<file path="config.mk">
export PLATFORM = sky130hd
export DESIGN_NAME = echoMixer
export DESIGN_NICKNAME = d
export VERILOG_FILES = /design/src/source/audioPkg.sv /design/src/source/echoMixer.sv
export SDC_FILE = /design/constraint.sdc
export NUM_CORES = 1
export LEC_CHECK = 0
export BUFFER_PORTS_ARGS = -buffer_cell sky130_fd_sc_hd__buf_2
export CAP_MARGIN = 20
export CORE_ASPECT_RATIO = 1.1
export CORE_MARGIN = 2
export CORE_UTILIZATION = 50
export CTS_CLUSTER_DIAMETER = 100
export DETAILED_ROUTE_END_ITERATION = 10
export HOLD_SLACK_MARGIN = 0.02
export MAX_ROUTING_LAYER = met4
export PLACE_DENSITY = 0.78
export SYNTH_ARGS = -nofsm -noshare
export SYNTH_HDL_FRONTEND = slang
export SYNTH_SLANG_ARGS = --single-unit
</file>
<file path="constraint.sdc">
create_clock -name clk -period 4.3 [get_ports clk]
set_input_delay 0.645 -clock clk [delete_from_list [all_inputs] [get_ports clk]]
set_output_delay 0.645 -clock clk [all_outputs]
set_load 0.01 [all_outputs]
</file>
<file path="src/source/audioPkg.sv">
package audioPkg;

    typedef logic signed [7:0] sampleT; // Two's complement audio byte

    typedef struct packed {
        logic        enable; // Echo path on, otherwise the live sample passes straight through
        logic [1:0]  gain;   // Echo gain in quarters
        logic [15:0] offset; // Read distance ahead of the write pointer, in bytes
    } echoCfgT;

    // Per-sample sequence of the mixer
    typedef enum logic [1:0] {
        MIX_IDLE,
        MIX_SEARCH,
        MIX_RECORD,
        MIX_OUT
    } mixStateT;

    typedef enum logic [1:0] {
        BUF_IDLE,  // Waiting for a search or record command
        BUF_READ,  // Read request cycle, or a hit on the stored word
        BUF_WRITE, // Record cycle, a real write only on the fourth byte
        BUF_BUSY   // Waiting for the memory to drop busy
    } bufStateT;

    typedef enum logic {WAIT, REQUEST} portStateT; // Reader and writer side of the buffer controller

endpackage

</file>
<file path="src/source/echoMixer.sv">
module echoMixer (
    input  logic              clk,
    input  logic              rst,
    input  audioPkg::echoCfgT cfg,
    input  logic              sampleValid,
    input  audioPkg::sampleT  micSample,
    input  audioPkg::sampleT  delayedSample,
    input  logic              ready,
    output logic              sampleReady,
    output logic              search,
    output logic              record,
    output audioPkg::sampleT  recordSample,
    output audioPkg::sampleT  outSample,
    output logic              outValid
);
    import audioPkg::*;

    mixStateT          mixState;
    logic              waitReady; // Command sent, controller answers from the next cycle
    logic              wet;       // Echo enable seen when the sample was accepted
    logic signed [10:0] scaled;
    logic signed [10:0] sum;
    sampleT            mixed;

    assign sampleReady = (mixState == MIX_IDLE);
    assign search      = (mixState == MIX_SEARCH) && !waitReady;
    assign record      = (mixState == MIX_RECORD) && !waitReady;

    always_comb begin
        scaled = (delayedSample * $signed({1'b0, cfg.gain})) >>> 2; // Floor of delayed * gain / 4
        sum    = scaled + recordSample;
        if (!wet) begin
            mixed = recordSample; // Dry path
        end else if (sum > 11'sd127) begin
            mixed = 8'sd127;
        end else if (sum < -11'sd128) begin
            mixed = -8'sd128;
        end else begin
            mixed = sum[7:0];
        end
    end

    always_ff @(posedge clk, posedge rst) begin
        if (rst) begin
            mixState  <= MIX_IDLE;
            waitReady <= 1'b0;
            wet       <= 1'b0;
            outValid  <= 1'b0;
        end else begin
            outValid <= 1'b0;
            case (mixState)
                MIX_IDLE: begin
                    if (sampleValid) begin
                        wet      <= cfg.enable;
                        mixState <= cfg.enable ? MIX_SEARCH : MIX_OUT; // Bypass skips the buffer
                    end
                end
                MIX_SEARCH, MIX_RECORD: begin
                    if (!waitReady) begin
                        waitReady <= 1'b1;
                    end else if (ready) begin
                        waitReady <= 1'b0;
                        mixState  <= (mixState == MIX_SEARCH) ? MIX_RECORD : MIX_OUT;
                    end
                end
                default: begin
                    outValid <= 1'b1;
                    mixState <= MIX_IDLE;
                end
            endcase
        end
    end

    always_ff @(posedge clk) begin
        if (sampleReady && sampleValid) begin
            recordSample <= micSample; // Live sample held for the whole sequence
        end
        if (mixState == MIX_OUT) begin
            outSample <= mixed;
        end
    end

endmodule

</file>
# Yosys cells after proc, flatten, opt, wreduce, memory -nomap -nowiden
# Cells that the tools add are included.
# classes
n_eq_ne	6
n_mul	1
n_addsub	1
order_cmp	2
mux	12
reduce_logical	9
# ops
operator	count
8-bit two-way mux	3
8-bit by 3-bit multiplier with 11-bit output	1
9-bit by 8-bit adder with 10-bit output	1
10-bit by 8-bit greater-than comparator with 1-bit output, second input constant	1
10-bit by 8-bit less-than comparator with 1-bit output, second input constant	1
2-bit two-way mux	4
2-bit inequality test, second input constant	3
2-bit equality test, second input constant	2
1-bit two-way mux	4
2-bit case mux with 2 select lines	1
1-bit logical AND	3
3-bit AND reduction	1
3-bit OR reduction	1
2-bit by 1-bit equality test with 1-bit output, second input constant	1
2-bit zero test	1
2-bit AND reduction	1
2-bit OR reduction	1
1-bit zero test	1
# totals
word_cells	37
output_inout_bits	20
input_bits	39
ff_bits	21

# Longest topological paths before layout
# logic_depth
ltp_word	6
depth_mapped	19
mapped_depth_nobuf	18

# Worst setup path after synthesis
# No wires, ideal clock.
# synth_timing
kind	input-to-reg
start	input port delayedSample[1]
end	register outSample[0], data pin
path_slack_ps	278
setup_time_ps	271
t_arrival_ps	3751
cell_stages	18
required_ps	4029
path_cell_list	and2_1 ha_1 ha_1 inv_1 fa_1 nor2b_1 o21ai_0 a21boi_0 o21a_1 nor2_1 xnor2_1 ha_1 a21oi_2 a21boi_1 a211oi_1 nor2_1 o21ai_1 a21oi_1
# synth_via
elab_chain_len	6
elab_cells_between_ends	7
# synth_rtl
element	line	source
from (decl)	echoMixer.sv:7	input audioPkg::sampleT delayedSample,
8-bit by 3-bit multiplier with 11-bit output *	echoMixer.sv:30	scaled = (delayedSample * $signed({1'b0, cfg.gain})) >>> 2;
9-bit by 8-bit adder with 10-bit output *	echoMixer.sv:31	sum = scaled + recordSample;
10-bit by 8-bit less-than comparator with 1-bit output	echoMixer.sv:36	end else if (sum < -11'sd128) begin
8-bit two-way mux	echoMixer.sv:36	
8-bit two-way mux *	echoMixer.sv:34	end else if (sum > 11'sd127) begin
8-bit two-way mux *	echoMixer.sv:32	if (!wet) begin
via mixed[0]	echoMixer.sv:23	sampleT mixed;
to (signal assigned)	echoMixer.sv:79	outSample <= mixed;
to (decl)	echoMixer.sv:13	output audioPkg::sampleT outSample,
# The timed path passes the listed nets; every way through them passes the cells marked *.
# A chain may end at the register's enable or synchronous reset.

# Final worst setup path
# layout_timing
start	input port cfg[17] (netlist bit)
end	register outSample[2], data pin
# layout_via
elab_chain_len	6
elab_cells_between_ends	7
# layout_rtl
element	line	source
from (decl)	echoMixer.sv:4	input audioPkg::echoCfgT cfg,
8-bit by 3-bit multiplier with 11-bit output *	echoMixer.sv:30	
9-bit by 8-bit adder with 10-bit output *	echoMixer.sv:31	
10-bit by 8-bit less-than comparator with 1-bit output	echoMixer.sv:36	
8-bit two-way mux	echoMixer.sv:36	
8-bit two-way mux *	echoMixer.sv:34	
8-bit two-way mux *	echoMixer.sv:32	
via mixed[2]	echoMixer.sv:23	
# Marked as above.

==> results.sh <==
export IMPL_dr_pass1_iters=4
export IMPL_startpoint_type="input port"
export IMPL_core_area_mm2=0.00365
export IMPL_finalWorstPathRequiredPeriod_ns=4.07
export IMPL_synthFlopType="edfxtp_1"
export IMPL_worstSetupPathType="input port to flop"
export IMPL_syn_to_final_growth_pct=23.8
export IMPL_clkTransAtPathRegs_ns=0.08
export IMPL_worstPathRequired_ns=4.30
export IMPL_synth_top_cell_area_share_pct=25.3
export IMPL_antenna_left=0
export IMPL_place_congestion=0.904
export IMPL_synth_area_leaders="edfxtp_1, ha_1, dfrtp_1"
export IMPL_yosysMostFrequentCell="ha_1"
export IMPL_initial_core_util_pct=52.0
export IMPL_synth_edff_count=16
export IMPL_cellPowerDensity_mw_per_mm2=510
export IMPL_synth_area_leader_cell="edfxtp_1"
export IMPL_hold_violations=0
export IMPL_maxSlewHeadroom_pct=68.3
export IMPL_hold_buffers=0
export IMPL_synth_seq_area_share_pct=31.9
export IMPL_clock_latency_ns=0.26
export IMPL_avgSynthCellArea_um2=9.85
export IMPL_die_area_mm2=0.00431
export IMPL_gr_usage_met1_pct=21.4
export IMPL_drt_iter0_drc=52
export IMPL_rows=23
export IMPL_fin_skew_ns=0.00136
export IMPL_use_met3_pct=3.08
export IMPL_diodes=0
export IMPL_syn_inst=193
export IMPL_cts_sinks=21
export IMPL_synth_area_mm2=0.00190
export IMPL_final_core_util_pct=64.4
export IMPL_max_cap_viol_count=0
export IMPL_clk_root_buffer_cell="clkbuf_8"
export IMPL_slew_viol_final=0
export IMPL_nets=319
export IMPL_status="finished, final reports clean"
export IMPL_gr_max_usage_layer="met2"
export IMPL_drc=0
export IMPL_place_hpwl_um=2950
export IMPL_drive_gt1_share_pct=31.3
export IMPL_clock_path_buffers=2
export IMPL_grt_max_degree=14
export IMPL_portBuffers=42
export IMPL_num_vias=1547
export IMPL_grt_remaining_overflow=0
export IMPL_grt_pass1_vias=1359
export IMPL_async_flop_share_pct=23.8
export IMPL_finalSetupTns_ns=0
export IMPL_hold_slack_ns=0.267
export IMPL_grt_pass1_wl_um=5800
export IMPL_setup_violations_final=0
export IMPL_stdcell_count=296
export IMPL_synth_cell_type_count=42
export IMPL_fmax_ghz=0.246
export IMPL_drt_wl_total_um=3590
export IMPL_synth_nets=265
export IMPL_cts_buffers=3
export IMPL_wire_per_inst_um=12.1
export IMPL_p_total_mw=1.20
export IMPL_synthTopCellsByCount="ha_1, a21oi_1, edfxtp_1"
export IMPL_die_h_um=68.7
export IMPL_hold_class="input port to asynchronous set/reset pin"
export IMPL_period_share_pct=94.6
export IMPL_ioPinCount=59
export IMPL_vias_per_cell=5.23
export IMPL_vdd_drop_max_mv=0.404
export IMPL_ys_seq_elements=21
export IMPL_dp_cells=292
export IMPL_fill_cells=308
export IMPL_cp_max_fo=7
export IMPL_worstMarginPinSlew_ns=0.476
export IMPL_h_tree_depth=1
export IMPL_die_w_um=62.8
export IMPL_antenna_found_initial=0
export IMPL_cts_tree="done"
export IMPL_crit_arrival_ns=4.07
export IMPL_p_leak_nw=1.06
export IMPL_reg2reg_depth=10
export IMPL_grtUsageTotal_pct=17.6
export IMPL_met2_usage_pct=31.2
export IMPL_r2r_slack_ns=1.65
export IMPL_crit_path_end_kind="flop"
export IMPL_ys_warn_count=0
==> final cells by class <==
type	instances	area [um2]	share of cell area, %
multi-input combinational	156	1310	55.5
sequential	21	606	25.7
timing repair buffer	51	278	11.8
tap	50	62.6	2.66
inverter	14	52.6	2.23
clock buffer	3	41.3	1.76
clock inverter	1	7.51	0.319
==> power breakdown <==
part | total [mW] | leakage [nW] | switching, mW | internal [mW]
Sequential | 0.362 | 0.209 | 0.0482 | 0.314
Combinational | 0.707 | 0.833 | 0.388 | 0.319
Clock | 0.130 | 0.0217 | 0.0648 | 0.0654
Total | 1.20 | 1.06 | 0.501 | 0.699
==> metal layers <==
metal | vias to the layer above | routed length, um
li1 | 817 | -
met1 | 695 | 1630
met2 | 31 | 1790
met3 | 4 | 136
met4 | 0 | 23
met5 | - | 0
==> sequential cells by signal, summed over array words and instances (netlist names) <==
register,count
recordSample,8
waitReady,1
outValid,1
outSample,8
wet,1
mixState,2
==> per-stage QoR <==
stage	setup slack, ns	cell area [um2]
finish	0.234	2350
global route	-0.0749	2350
CTS	0.0599	2280
detailed placement	-0.195	2230
global placement	-0.129	2230
floorplan	0.278	1900
==> logic make-up (layout without fill, tap and decap cells) <==
kind of cell    after synthesis  after routing  synth area share, %
compound gates               62             62                 22.6
simple gates                 50             50                 14.4
fa+ha+maj                    33             33                 22.5
flops                        21             21                 31.9
buf+inv                      16             69                 3.36
xor+xnor                      9              9                 4.15
mux                           2              2                 1.12
==> path summary, 6_finish.rpt <==
kind	startpoint	endpoint
setup / recovery	cfg[17]	outSample[2]
hold / removal	rst	outValid
setup reg to reg	recordSample[0]	outSample[2]
hold reg to reg	waitReady	waitReady
max in group asynchronous	rst	waitReady
min in group clk	micSample[0]	recordSample[0]
==> repair_timing <==
item | CTS | global route
endpoints found under the setup margin | 0 | 8
gates resized for setup | 0 | 16
hold endpoints to repair | 0 | 0
setup buffers | 0 | 0
==> critical path: stages <==
cell	delay, ns
buf_2	0.13
and2_1	0.15
ha_1	0.27
ha_1	0.16
inv_1	0.05
fa_1	0.38
nor2b_1	0.13
o21ai_1	0.10
a21boi_2	0.16
o21a_1	0.14
nor2_1	0.05
xnor2_1	0.12
ha_2	0.37
nand2_1	0.11
a211oi_2	0.30
o41a_2	0.21
nand2_2	0.08
buf_4	0.17
a221oi_1	0.25
a21oi_1	0.08
==> cell usage in the layout (no fill, tap or decap), drive strengths merged <==
cell type   n
a211oi      6
a21boi      3
a21o        2
a21oi      25
a221oi      6
a32o        1
and2       15
and3        1
buf        51
clkbuf      3
clkinvlp    1
dfrtp       5
edfxtp     16
fa          2
ha         31
inv        14
mux2        1
mux2i       1
nand2       6
nand2b      4
nand3       1
nor2       12
nor2b       8
nor3        2
o211a       1
o211ai      2
o21a        1
o21ai      10
o21bai      1
o22a        1
o22ai       1
o41a        2
or3b        1
xnor2       8
xor2        1
Note: power is estimated with default switching activity, not from simulation.
