**config.mk**
```make
export PLATFORM = sky130hd
export DESIGN_NAME = delayLineCtrl
export DESIGN_NICKNAME = d
export VERILOG_FILES = /design/src/source/audioPkg.sv /design/src/source/busPkg.sv /design/src/source/delayLineCtrl.sv
export SDC_FILE = /design/constraint.sdc
export NUM_CORES = 1
export LEC_CHECK = 0
export BUFFER_PORTS_ARGS = -buffer_cell sky130_fd_sc_hd__buf_2
export CORE_MARGIN = 3
export CORE_UTILIZATION = 50
export CTS_CLUSTER_DIAMETER = 120
export DETAILED_ROUTE_END_ITERATION = 12
export PLACE_DENSITY = 0.73
export SLEW_MARGIN = 20
export SYNTH_ARGS = -nofsm -noshare
export SYNTH_HDL_FRONTEND = slang
export SYNTH_SLANG_ARGS = --single-unit
```
**constraint.sdc**
```tcl
create_clock -name clk -period 4.05 [get_ports clk]
set_input_delay 0.405 -clock clk [delete_from_list [all_inputs] [get_ports clk]]
set_output_delay 0.405 -clock clk [all_outputs]
set_load 0.01 [all_outputs]
```
**src/source/audioPkg.sv**
```systemverilog
package audioPkg;

    typedef logic signed [7:0] sampleT; // Two's complement audio byte

    typedef struct packed {
        logic        enable; // Echo path on, otherwise the live sample passes straight through
        logic [1:0]  gain;   // Echo gain in quarters
        logic [15:0] offset; // Read distance ahead of the write pointer, in bytes
    } echoCfgT;

    // Per-sample sequence of the mixer
    typedef enum logic [1:0] {
        MIX_IDLE,
        MIX_SEARCH,
        MIX_RECORD,
        MIX_OUT
    } mixStateT;

    typedef enum logic [1:0] {
        BUF_IDLE,  // Waiting for a search or record command
        BUF_READ,  // Read request cycle, or a hit on the stored word
        BUF_WRITE, // Record cycle, a real write only on the fourth byte
        BUF_BUSY   // Waiting for the memory to drop busy
    } bufStateT;

    typedef enum logic {WAIT, REQUEST} portStateT; // Reader and writer side of the buffer controller

endpackage

```
**src/source/busPkg.sv**
```systemverilog
package busPkg;

    typedef struct packed {
        logic        read;    // One cycle pulse
        logic        write;   // One cycle pulse
        logic [3:0]  select;  // Byte lane enables
        logic [31:0] address; // Byte address, word aligned
        logic [31:0] wdata;
    } sramReqT;

    typedef struct packed {
        logic        busy;  // High for the fixed latency after a request
        logic [31:0] rdata; // Valid once busy falls
    } sramRspT;

    typedef struct packed {
        logic        psel;
        logic        penable;
        logic        pwrite;
        logic [7:0]  paddr;
        logic [31:0] pwdata;
    } apbReqT;

    typedef struct packed {
        logic [31:0] prdata;
        logic        pready;
        logic        pslverr;
    } apbRspT;

    localparam logic [31:0] sramBase = 32'h3300_0000; // Byte address of buffer word 0

    localparam logic [7:0] regCtrl   = 8'h00; // Enable and invalidate command
    localparam logic [7:0] regOffset = 8'h04;
    localparam logic [7:0] regGain   = 8'h08;
    localparam logic [7:0] regStatus = 8'h0C; // Read only buffer status
endpackage

```
**src/source/delayLineCtrl.sv**
```systemverilog
module delayLineCtrl #(
    parameter int bufferAddrBits = 13
) (
    input  logic                      clk,
    input  logic                      rst,
    input  logic                      search,
    input  logic                      record,
    input  logic                      modeReset,
    input  logic [bufferAddrBits-1:0] offset,
    input  audioPkg::sampleT          recordSample,
    input  busPkg::sramRspT           sramRsp,
    output busPkg::sramReqT           sramReq,
    output audioPkg::sampleT          delayedSample,
    output logic                      ready,
    output logic                      goodData
);
    import audioPkg::*;
    import busPkg::*;

    localparam int wordBits = bufferAddrBits - 2;

    bufStateT                  bufState, bufNext;
    portStateT                 readPort;    // Memory read outstanding for the current search
    portStateT                 writePort;   // Completed word goes out in this record
    logic [bufferAddrBits-1:0] ptr;         // Next byte to record
    logic [bufferAddrBits-1:0] ptrNext;
    logic [bufferAddrBits-1:0] mark;        // Pointer value that ends the invalid lap
    logic [bufferAddrBits-1:0] target;      // Byte the search returns, wraps with the ring
    logic [wordBits-1:0]       wordAddr;    // Word of the request in flight
    logic [1:0]                readByte;    // Lane of the searched byte within that word
    logic [31:0]               packWord;    // Word being filled by records
    logic [31:0]               storedWord;  // Last word read from memory
    logic [wordBits-1:0]       storedLoc;
    logic                      storedValid;
    logic                      storedHit;   // Search can be served without a read
    logic                      doSearch;    // Searches are dropped until the buffer is trusted
    logic                      idleRecord;

    assign ptrNext    = ptr + 1'b1;
    assign target     = ptr + offset;
    assign doSearch   = search && goodData;
    assign idleRecord = (bufState == BUF_IDLE) && record;
    assign storedHit  = storedValid && (storedLoc == target[bufferAddrBits-1:2]);
    assign ready      = (bufState == BUF_IDLE) && !record && !doSearch;

    always_comb begin
        bufNext = bufState;
        case (bufState)
            BUF_IDLE: begin
                if (record) begin
                    bufNext = BUF_WRITE; // Record wins if both ever arrive together
                end else if (doSearch) begin
                    bufNext = BUF_READ;
                end
            end
            BUF_BUSY: begin
                if (!sramRsp.busy) begin
                    bufNext = BUF_IDLE;
                end
            end
            default: bufNext = BUF_BUSY; // READ and WRITE last exactly one cycle
        endcase
    end

    always_ff @(posedge clk, posedge rst) begin
        if (rst) begin
            bufState <= BUF_IDLE;
        end else begin
            bufState <= bufNext;
        end
    end

    // Pointer, validity lap and writer side
    always_ff @(posedge clk, posedge rst) begin
        if (rst) begin
            ptr       <= '0;
            mark      <= '0;
            goodData  <= 1'b0; // A lap must be written after reset as well
            writePort <= WAIT;
        end else begin
            if (modeReset) begin
                mark     <= ptr; // Everything up to a full lap from here is stale
                goodData <= 1'b0;
            end else if (idleRecord && (ptrNext == mark)) begin
                goodData <= 1'b1; // Last stale byte is being overwritten
            end
            if (idleRecord) begin
                ptr       <= ptrNext;
                writePort <= (ptr[1:0] == 2'd3) ? REQUEST : WAIT; // Fourth byte completes the word
            end else if ((bufState == BUF_BUSY) && !sramRsp.busy) begin
                writePort <= WAIT;
            end
        end
    end

    always_ff @(posedge clk) begin
        if (idleRecord) begin
            packWord[{ptr[1:0], 3'b000} +: 8] <= recordSample;
            wordAddr                          <= ptr[bufferAddrBits-1:2];
        end else if ((bufState == BUF_IDLE) && doSearch) begin
            wordAddr <= target[bufferAddrBits-1:2];
            readByte <= target[1:0];
        end
    end

    // Reader side with reuse of the last word read
    always_ff @(posedge clk, posedge rst) begin
        if (rst) begin
            readPort      <= WAIT;
            storedValid   <= 1'b0;
            storedLoc     <= '0;
            storedWord    <= '0;
            delayedSample <= '0;
        end else if (!goodData) begin
            readPort      <= WAIT; // Nothing read now can be trusted
            storedValid   <= 1'b0;
            storedLoc     <= '0;
            storedWord    <= '0;
            delayedSample <= '0;
        end else if ((bufState == BUF_IDLE) && doSearch) begin
            if (storedHit) begin
                delayedSample <= storedWord[{target[1:0], 3'b000} +: 8]; // Byte from the held word
            end else begin
                readPort <= REQUEST;
            end
        end else if ((readPort == REQUEST) && (bufState == BUF_BUSY) && !sramRsp.busy) begin
            readPort      <= WAIT;
            storedWord    <= sramRsp.rdata;
            storedLoc     <= wordAddr;
            storedValid   <= 1'b1;
            delayedSample <= sramRsp.rdata[{readByte, 3'b000} +: 8];
        end
    end

    always_comb begin
        sramReq.read    = (bufState == BUF_READ) && (readPort == REQUEST);
        sramReq.write   = (bufState == BUF_WRITE) && (writePort == REQUEST);
        sramReq.select  = 4'hF; // Always whole words
        sramReq.address = sramBase + 32'({wordAddr, 2'b00});
        sramReq.wdata   = packWord;
    end

    // Reader and writer never hold a pending request together, so read and write cannot meet
    readWriteExclusive: assert property (@(posedge clk) disable iff (rst)
        !((readPort == REQUEST) && (writePort == REQUEST)));

    // Request cycles last one cycle and the memory turns busy exactly when a request went out
    requestCycleSingle: assert property (@(posedge clk) disable iff (rst)
        (bufState inside {BUF_READ, BUF_WRITE}) |=>
            (bufState == BUF_BUSY) && (sramRsp.busy == $past(sramReq.read || sramReq.write)));

endmodule

```
After elaboration in Yosys (flattened, before gate mapping)
Cells that the tools add are included.
- register bits: 128
- bits of input ports: 59
- output and inout port bits: 80
- logic and storage cells: 88
- add/sub/neg operators: 4
- eq/ne operators: 13
- shift-type cells: 4
- muxes and demuxes: 29
- bitwise logic cells: 1
- reduce and logical (&&, ||, !) cells: 24
- operator list (operator ; number):
    two-way mux 32 bit ; 3
    indexed part select 32 x 6 -> 8 bit ; 2
    two-way mux 11 bit ; 5
    bitwise mux 32 bit ; 1
    two-way mux 8 bit ; 4
    variable shift 8 x 7 -> 32 bit, first input constant ; 1
    indexed part select 8 x 7 -> 32 bit ; 1
    adder 30 x 13 -> 31 bit, first input constant ; 1
    adder 13 x 1 -> 13 bit, second input constant ; 1
    adder 13 bit ; 1
    == test 13 bit ; 1
    logical AND 1 bit ; 12
    two-way mux 1 bit ; 12
    == test 11 bit ; 1
    AND reduction 2 bit ; 5
    != test 3 bit, second input constant ; 3
    negation 5 -> 7 bit ; 1
    == test 2 bit, second input constant ; 3
    two-way mux 2 bit ; 3
    nonzero test 2 bit ; 3
    != test 2 bit, second input constant ; 2
    case mux 2 bit (2 select lines) ; 1
    zero test 1 bit ; 3
    != test 3 x 1 -> 1 bit, second input constant ; 1
    other kinds (4) ; 4

Depth between registers and ports, before layout
Gate-level depths: netlist of run 1.
- depth after elaboration: 6
- mapped depth: 10

Least setup slack after synthesis of run 1
No wires, ideal clock.
- kind: register -> register
- from: register ptr[0]
- to: register delayedSample[0]
- setup time: 0.124 ns
- arrival time: 2.820 ns
- data required time: 3.926 ns
- path slack: 1.106 ns
- stages on the path, launching flop included: 11
- clock period less this slack: 2.944 ns
- path through: dfrtp_1 -> ha_1 -> fa_1 -> a21o_1 -> a221oi_4 -> a21oi_1 -> xnor2_1 -> a2111oi_4 -> nand3_4 -> o31a_1 -> o31a_1
- word-level cells in the longest chain between the ends: 5
- RTL lines (element ; line ; text):
    start, declared ; delayLineCtrl.sv:25 ; logic [bufferAddrBits-1:0] ptr;
    start signal, assigned ; delayLineCtrl.sv:88 ; ptr <= ptrNext;
    adder 13 bit * ; delayLineCtrl.sv:40 ; assign target = ptr + offset;
    indexed part select 32 x 6 -> 8 bit or == test 11 bit (tied branches) ; delayLineCtrl.sv:122, delayLineCtrl.sv:43 ;
    two-way mux 8 bit or logical AND 1 bit (tied branches) ; delayLineCtrl.sv:121, delayLineCtrl.sv:43 ;
    two-way mux 8 bit or != test 3 bit (tied branches) ; -- ;
    two-way mux 8 bit or AND reduction 2 bit (tied branches) ; -- ;
    end signal, assigned ; delayLineCtrl.sv:122 ; delayedSample <= storedWord[{target[1:0], 3'b000} +: 8];
    end signal, assigned ; delayLineCtrl.sv:131 ; delayedSample <= sramRsp.rdata[{readByte, 3'b000} +: 8];
    end, declared ; delayLineCtrl.sv:13 ; output audioPkg::sampleT delayedSample,
Mark *: on every way between the ends. The rest lies on a longest branch, timed or not. The select of a mux whose other input is x is not followed.
A chain may end at the register's enable or synchronous reset.

Worst setup path in the final report of run 1
- from: register ptr[0]
- to: register delayedSample[7]
Same word-level chain as after synthesis.

==> flow_summary.json, run 1 <==
{
  "crit_family": "compound AO/OA/AOI/OAI gates",
  "yosysMostFrequentCell": "nand2_1",
  "ant_nets": 0,
  "core_um2": 13930,
  "ys_async_sr_fraction": 0.6484,
  "fin_util": 0.6006,
  "status": "finished, final reports clean",
  "grt_overflow": 0,
  "synth.area.top_cells": "dfrtp_1 (29%), edfxtp_1 (19%), nand2_1 (6.6%), mux4_2 (5.1%), xnor2_1 (4.8%)",
  "powerDensity_nw_per_um2": 498.5,
  "layout.cell_area.non_filler_um2": 8369,
  "grt_max_degree": 50,
  "htreeDepth": 4,
  "irDropWorstVdd_uv": 344.3,
  "skew_ps": 6.003,
  "synth_top_family_by_area": "simple AND/OR/NAND/NOR gates",
  "fin_crit_sh": 0.8351,
  "yosys.area.top_type": "dfrtp_1",
  "hold_viol": 0,
  "layout.nets": 846,
  "grt_pass1_vias": 5265,
  "clock_path_buffers": 2,
  "worstReg2RegEnd": "delayedSample[7]",
  "clkLatencyLatePin_ps": 410,
  "crit_slowest_cell": "dfrtp_1",
  "synth_compound_area_frac": 0.1282,
  "seqPwrFrac": 0.379,
  "p_leak_nw": 3.564,
  "fin_tns_setup_ps": 0,
  "n_antenna_cell": 0,
  "globalplace.congestion": 0.9164,
  "slew_viol_final": 0,
  "synthCells": 670,
  "cp_max_fo": 10,
  "hold-worst-slack_ps": 89.41,
  "rows": 43,
  "synth_area_um2": 7134,
  "cap_violations": 0,
  "clockRootBuffer": "clkbuf_16",
  "via_per_inst": 5.456,
  "grt.total_usage": 0.2199,
  "drive_gt1_frac": 0.2446,
  "synth_edf_count": 45,
  "cp_data_arrival_time_ps": 3730,
  "r2r_cells": 10,
  "r2r_start": "ptr[0]",
  "r2r_slack_ps": 670,
  "placed_cell_area_um2": 7729,
  "synth.top_cells.by_count": "nand2_1 (125), dfrtp_1 (83), edfxtp_1 (45)",
  "grt_pass1_wl_um": 27500,
  "dr.first_iter.drc_count": 358,
  "antenna_found_initial": 0,
  "start_util": 0.5120,
  "rsz0062_at_grt": "false",
  "drc": 0,
  "hold_path.class": "input port to asynchronous set/reset pin",
  "synth_top_cell_area_share": 0.2911,
  "numCtsBuffers": 17,
  "synthAdderAreaFrac": 0.03437,
  "cp.buffers_inverters": 0,
  "setup_viol": 0,
  "synth_mux_area_frac": 0.07103,
  "vias": 5243,
  "cts_tree": "built",
  "worstMarginPinSlew_ps": 826.1,
  "wl_um": 16980,
  "combPwrFrac": 0.224,
  "p_clk_frac": 0.397,
  "cts_resized": 0,
  "criticalPathCategory": "register to register",
  "cts_hold_buf": 0,
  "switching_share": 0.2921,
  "syn_to_final_growth_pct": 17.31,
  "clk_pin_slew_ps": 60,
  "dieArea_um2": 15740,
  "ys.flop_type": "dfrtp_1",
  "numClockSinks": 128,
  "wl_per_cell_um": 17.66,
  "syn_area_per_cell_um2": 10.65,
  "die_w_um": 125.5,
  "hpwl_um": 12110,
  "ys_warn_count": 0,
  "ys_seq_elements": 128,
  "p_switching_mw": 1.219,
  "die_h_um": 125.5,
  "p_int_mw": 2.953,
  "cp.required_ps": 4400,
  "synthSimpleGateAreaFrac": 0.1613,
  "cp_slowest_stage_delay_ps": 500,
  "period_needed_ps": 3382,
  "cp-end-kind": "register",
  "seq_area_frac_synth": 0.4805,
  "post-cts-setup-buffers": 0,
  "clock.fmax_ghz": 0.2957,
  "slew_headroom": 0.4453,
  "synth-xor-area-share": 0.07296,
  "ys_types": 55,
  "pin_count": 139,
  "path_cells": "ha_1, fa_1, a21o_1, a221oi_4, a21oi_1, xnor2_1, a2111oi_4, nand3_4, nor3_4, o31a_1",
  "dr.pass1.iters": 5,
  "start_kind": "register",
  "numPortBuffers": 113
}
-- layout by cell type, fill, tap and decap left out, drive strengths merged, types with 3 or more instances in the layout --
master / synthesis / routed
o31a: 16 / 16
mux2: 13 / 13
nand3: 18 / 18
xor2: 16 / 16
inv: 7 / 8
a21boi: 43 / 43
mux4: 16 / 16
a21o: 4 / 4
nor2: 33 / 33
nand2: 125 / 125
and2: 38 / 38
a21oi: 15 / 15
edfxtp: 45 / 45
clkinv: 0 / 7
a22oi: 8 / 8
conb: 2 / 25
clkbuf: 32 / 17
a211oi: 3 / 3
xnor2: 40 / 40
o21a: 5 / 5
nand4: 6 / 6
dfrtp: 83 / 83
nor3: 7 / 7
buf: 31 / 119
a31oi: 3 / 3
bufinv: 0 / 5
o21ai: 9 / 9
ha: 18 / 18
and3: 7 / 7
nor3b: 4 / 4
-- routing by layer --
| metal | vias up | track usage | wire, µm |
|---|---|---|---|
| li1 | 2494 | - | - |
| met1 | 2551 | 0.2883 | 7127 |
| met2 | 166 | 0.3568 | 8517 |
| met3 | 32 | 0.05297 | 920 |
| met4 | 0 | 0.08163 | 409 |
| met5 | - | 0 | 0 |
-- final cells by class --
cell class	count	area, µm²
inverter	7	27.53
sequential	128	3428
fill	1178	5565
timing repair buffer	119	610.6
multi-input combinational	495	3437
tap	180	225.2
clock inverter	15	215.2
clock buffer	17	425.4
-- worst reg2reg max path, cell delays in order, from the launching register on --
cell       delay [ps]
dfrtp_1           500
ha_1              270
fa_1              420
a21o_1            210
a221oi_4          370
a21oi_1           180
xnor2_1           210
a2111oi_4         370
nand3_4           230
nor3_4            380
o31a_1            170
-- flip-flops by register name, indices dropped and copies added, names as in the netlist, 2 cells and up --
register and flops:
ptr 13, wordAddr 11, bufState 2, mark 13, delayedSample 8, storedLoc 11, storedWord 32, readByte 2
packWord 32
-- how the worst max path moves through the flow --
stage                         start                to  cells after the start
after detailed placement     ptr[0]  delayedSample[7]                     10
after floorplan              ptr[0]  delayedSample[0]                     10
final                        ptr[0]  delayedSample[7]                     10
after global routing         ptr[0]  delayedSample[3]                     10
after CTS                    ptr[0]  delayedSample[7]                     10
after global placement    offset[0]  delayedSample[2]                     11
-- cells by family (layout without fill, tap and decap cells) --
logic type | count (synthesis) | after routing
AOI/OAI and AO/OA | 119 | 119
xor gates and xnor gates | 57 | 57
adders and majority gates | 19 | 19
buffers and inverters | 70 | 158
DFF | 128 | 128
muxes | 29 | 29
other | 2 | 25
and+or+nand+nor | 246 | 246
-- power groups by stage --
stage / registers, mW / logic, mW / clock network [mW]
finish: 1.58 / 0.933 / 1.66
global route: 1.60 / 1.03 / 1.74
CTS: 1.58 / 0.940 / 1.68
detailed placement: 1.60 / 0.930 / 0
global placement: 1.60 / 0.908 / 0
floorplan: 1.57 / 0.695 / 0
-- metrics by stage --
| step | setup WS [ps] | power, mW | std cells |
|---|---|---|---|
| floorplan | 1106 | 2.270 | 693 |
| global placement | 830.2 | 2.506 | 929 |
| detailed placement | 712.4 | 2.534 | 929 |
| CTS | 676.1 | 4.206 | 961 |
| global route | 487.2 | 4.368 | 961 |
| finish | 667.9 | 4.172 | 961 |
(Power assumes the default switching activity.)
==> inputs of run 2 (changes only) <==
--- a/config.mk
+++ b/config.mk
@@ -5,12 +5,13 @@
 export SDC_FILE = /design/constraint.sdc
 export NUM_CORES = 1
 export LEC_CHECK = 0
+export ABC_AREA = 1
 export BUFFER_PORTS_ARGS = -buffer_cell sky130_fd_sc_hd__buf_2
 export CORE_MARGIN = 3
 export CORE_UTILIZATION = 50
 export CTS_CLUSTER_DIAMETER = 120
 export DETAILED_ROUTE_END_ITERATION = 12
-export PLACE_DENSITY = 0.73
+export PLACE_DENSITY = 0.76
 export SLEW_MARGIN = 20
 export SYNTH_ARGS = -nofsm -noshare
 export SYNTH_HDL_FRONTEND = slang
==> constraint.sdc (replaced) <==
create_clock -name clk -period 2.87 [get_ports clk]
set_input_delay 0.287 -clock clk [delete_from_list [all_inputs] [get_ports clk]]
set_output_delay 0.287 -clock clk [all_outputs]
set_load 0.01 [all_outputs]
==> run 2 against run 1 <==
  * Clock-buffer cell count is the same
  * Clock power grew 31%
  * Flip-flop and latch count is the same
  * Core utilization grew 1.0 points
  * Sequential power grew 53%
  * Fmax grew 38%
  * Sequential share of layout area shrank 0.98 points
  * Wire length grew 8.9%
  * First-iteration DRC count grew 73%
==> flow_summary.json, run 2 <==
{
  "r2r_start": "ptr[5]",
  "wl_um": 18480,
  "drc": 0,
  "regArea_um2": 3428,
  "hold_path.class": "input port to register",
  "fin_crit_sh": 0.8541,
  "grt_max_degree": 84,
  "cts_hold_buf": 1,
  "numPortBuffers": 113,
  "ys_async_sr_fraction": 0.6484,
  "r2r_cells": 14,
  "seq_area_frac_synth": 0.4710,
  "fillers": 1242,
  "die_w_um": 126.7,
  "die_h_um": 126.7,
  "pin_count": 139,
  "p_leak_nw": 4.264,
  "skew_ps": 11.43,
  "drive_gt1_frac": 0.1687,
  "worstReg2RegEnd": "delayedSample[2]",
  "dp_slack_ps": 424.5,
  "globalplace.congestion": 0.9133,
  "cp.required_ps": 3180,
  "dieArea_um2": 16040,
  "worstMarginPinSlew_ps": 694.3,
  "cap_violations": 0,
  "hpwl_um": 13440,
  "ys_warn_count": 0,
  "n_antenna_cell": 0,
  "grt_pass1_vias": 6144,
  "rsz0062_at_grt": "false",
  "slew_headroom": 0.5354,
  "synth_area_um2": 7279,
  "hold_depth": 3,
  "layout.nets": 1120,
  "numClockSinks": 128,
  "final_cell_mix": "nand2_1 (196), inv_1 (162), buf_2 (113)",
  "powerDensity_nw_per_um2": 889.1,
  "vias": 6528,
  "core_um2": 14040,
  "grt_overflow": 0,
  "yosys.area.top_type": "dfrtp_1",
  "multi_input_area_um2": 3007,
  "criticalPathCategory": "register to register",
  "synth_edf_count": 45,
  "syn_area_per_cell_um2": 7.836,
  "clk_pin_slew_ps": 70,
  "grt_pass1_wl_um": 29760,
  "period_needed_ps": 2451,
  "dr.first_iter.drc_count": 619,
  "slew_viol_final": 0,
  "cts_tree": "built",
  "cts_resized": 0,
  "synthCells": 929,
  "antenna_found_initial": 0,
  "wl_per_cell_um": 14.97,
  "synth.top_cells.by_count": "nand2_1 (196), inv_1 (163), nand3_1 (90)",
  "ys_types": 34,
  "dr.pass1.iters": 7,
  "clock.fmax_ghz": 0.4079,
  "clkLatencyLatePin_ps": 430,
  "hold_viol": 0,
  "numCtsBuffers": 17,
  "via_per_inst": 5.286,
  "cp-end-kind": "register",
  "htreeDepth": 4,
  "syn_to_final_growth_pct": 17.79,
  "fin_tns_setup_ps": 0,
  "clockRootBuffer": "clkbuf_16",
  "grt.total_usage": 0.2309,
  "ys.flop_type": "dfrtp_1",
  "rows": 43,
  "post-cts-setup-buffers": 0,
  "synth.area.top_cells": "dfrtp_1 (29%), edfxtp_1 (19%), nand2_1 (10%), inv_1 (8.4%), nand3_1 (6.2%)",
  "setup_ws_ps": 418.6,
  "start_util": 0.5184,
  "cp_max_fo": 8,
  "irDropWorstVdd_uv": 581.9,
  "setup_viol": 0,
  "r2r_slack_ps": 420,
  "clock_path_buffers": 2,
  "min_to": "storedWord[17]",
  "hold-worst-slack_ps": 119.1,
  "ys_seq_elements": 128,
  "cp_data_arrival_time_ps": 2760,
  "yosysMostFrequentCell": "nand2_1",
  "ant_nets": 0,
  "hp-start": "sramRsp[17]",
  "status": "finished, final reports clean",
  "start_kind": "register",
  "layout_commonest_cell": "nand2_1",
  "synth_top_cell_area_share": 0.2853
}
-- run 2: cell types whose count changed after synthesis, sizes merged, moves of 32 or more --
cell and change:
and2 -37, nor2 +32, nand2 +79, xnor2 -38, o22ai +38, nand3 +76
a21boi -43, inv +159, a21oi +32, o21ai +42
-- run 2: power breakdown --
part	internal [mW]	leakage, nW	switching (mW)
combinational	1.01	2.46	2.01
sequential	2.20	1.52	0.221
clock	1.30	0.287	0.877
-- run 2: metrics by stage --
stage / power, mW / utilization / std cells / area [µm²]
floorplan: 4.625 / - / 952 / 7366
global placement: 5.355 / 0.5674 / 1202 / 7968
detailed placement: 5.416 / 0.5674 / 1202 / 7968
CTS: 7.612 / 0.6106 / 1235 / 8574
global route: 8.172 / 0.6106 / 1235 / 8574
finish: 7.623 / 0.6106 / 1235 / 8574
-- run 2: logic make-up (layout without fill, tap and decap cells) --
kind of cell	Yosys count	in the layout	synth area share
AO/OA/AOI/OAI	156	156	0.1208
multiplexers	1	1	0.001547
flip-flops	128	128	0.4710
other	2	25	0.001032
buffers and inverters	223	326	0.1279
adder cells (fa/ha/maj)	19	19	0.03369
AND/OR/NAND/NOR	389	389	0.2308
XOR/XNOR	11	11	0.01324
-- run 2: per-layer routing --
layer	share of wire	up-vias	global-route usage
met5	0	-	0
li1	-	3208	-
met3	0.066	36	0.05979
met1	0.45	3033	0.3136
met2	0.46	251	0.3546
met4	0.027	0	0.09401
-- run 2: area by class of cell --
type	count	area share
clock inverter	15	0.01999
multi-input combinational	601	0.3506
inverter	166	0.07281
sequential	128	0.3998
clock buffer	17	0.04961
timing repair buffer	128	0.08084
tap	180	0.02627
-- run 2: worst max path at each step --
stage               from  depth (start not counted)  slack, ps                to
2_1_floorplan        rst                          1        450       bufState[0]
3_3_place_gp   offset[0]                         15        480  delayedSample[1]
3_5_place_dp   offset[0]                         15        420  delayedSample[2]
4_1_cts           ptr[0]                         14        460  delayedSample[2]
5_1_grt           ptr[5]                         12        230  delayedSample[2]
6_report          ptr[5]                         14        420  delayedSample[2]
-- run 2: worst max-delay path, cell delays in order, from the launching register on --
cell and delay, ps:
dfrtp_1 470, ha_1 460, nand2_1 130, nor2_1 190, nand2_2 90, nand2_2 80
nand2_2 60, nand2_1 60, nand2_1 50, nand2_1 100, nand2_1 80, nor3_2 180
nand3_2 210, nand3_1 140, nand2_1 60
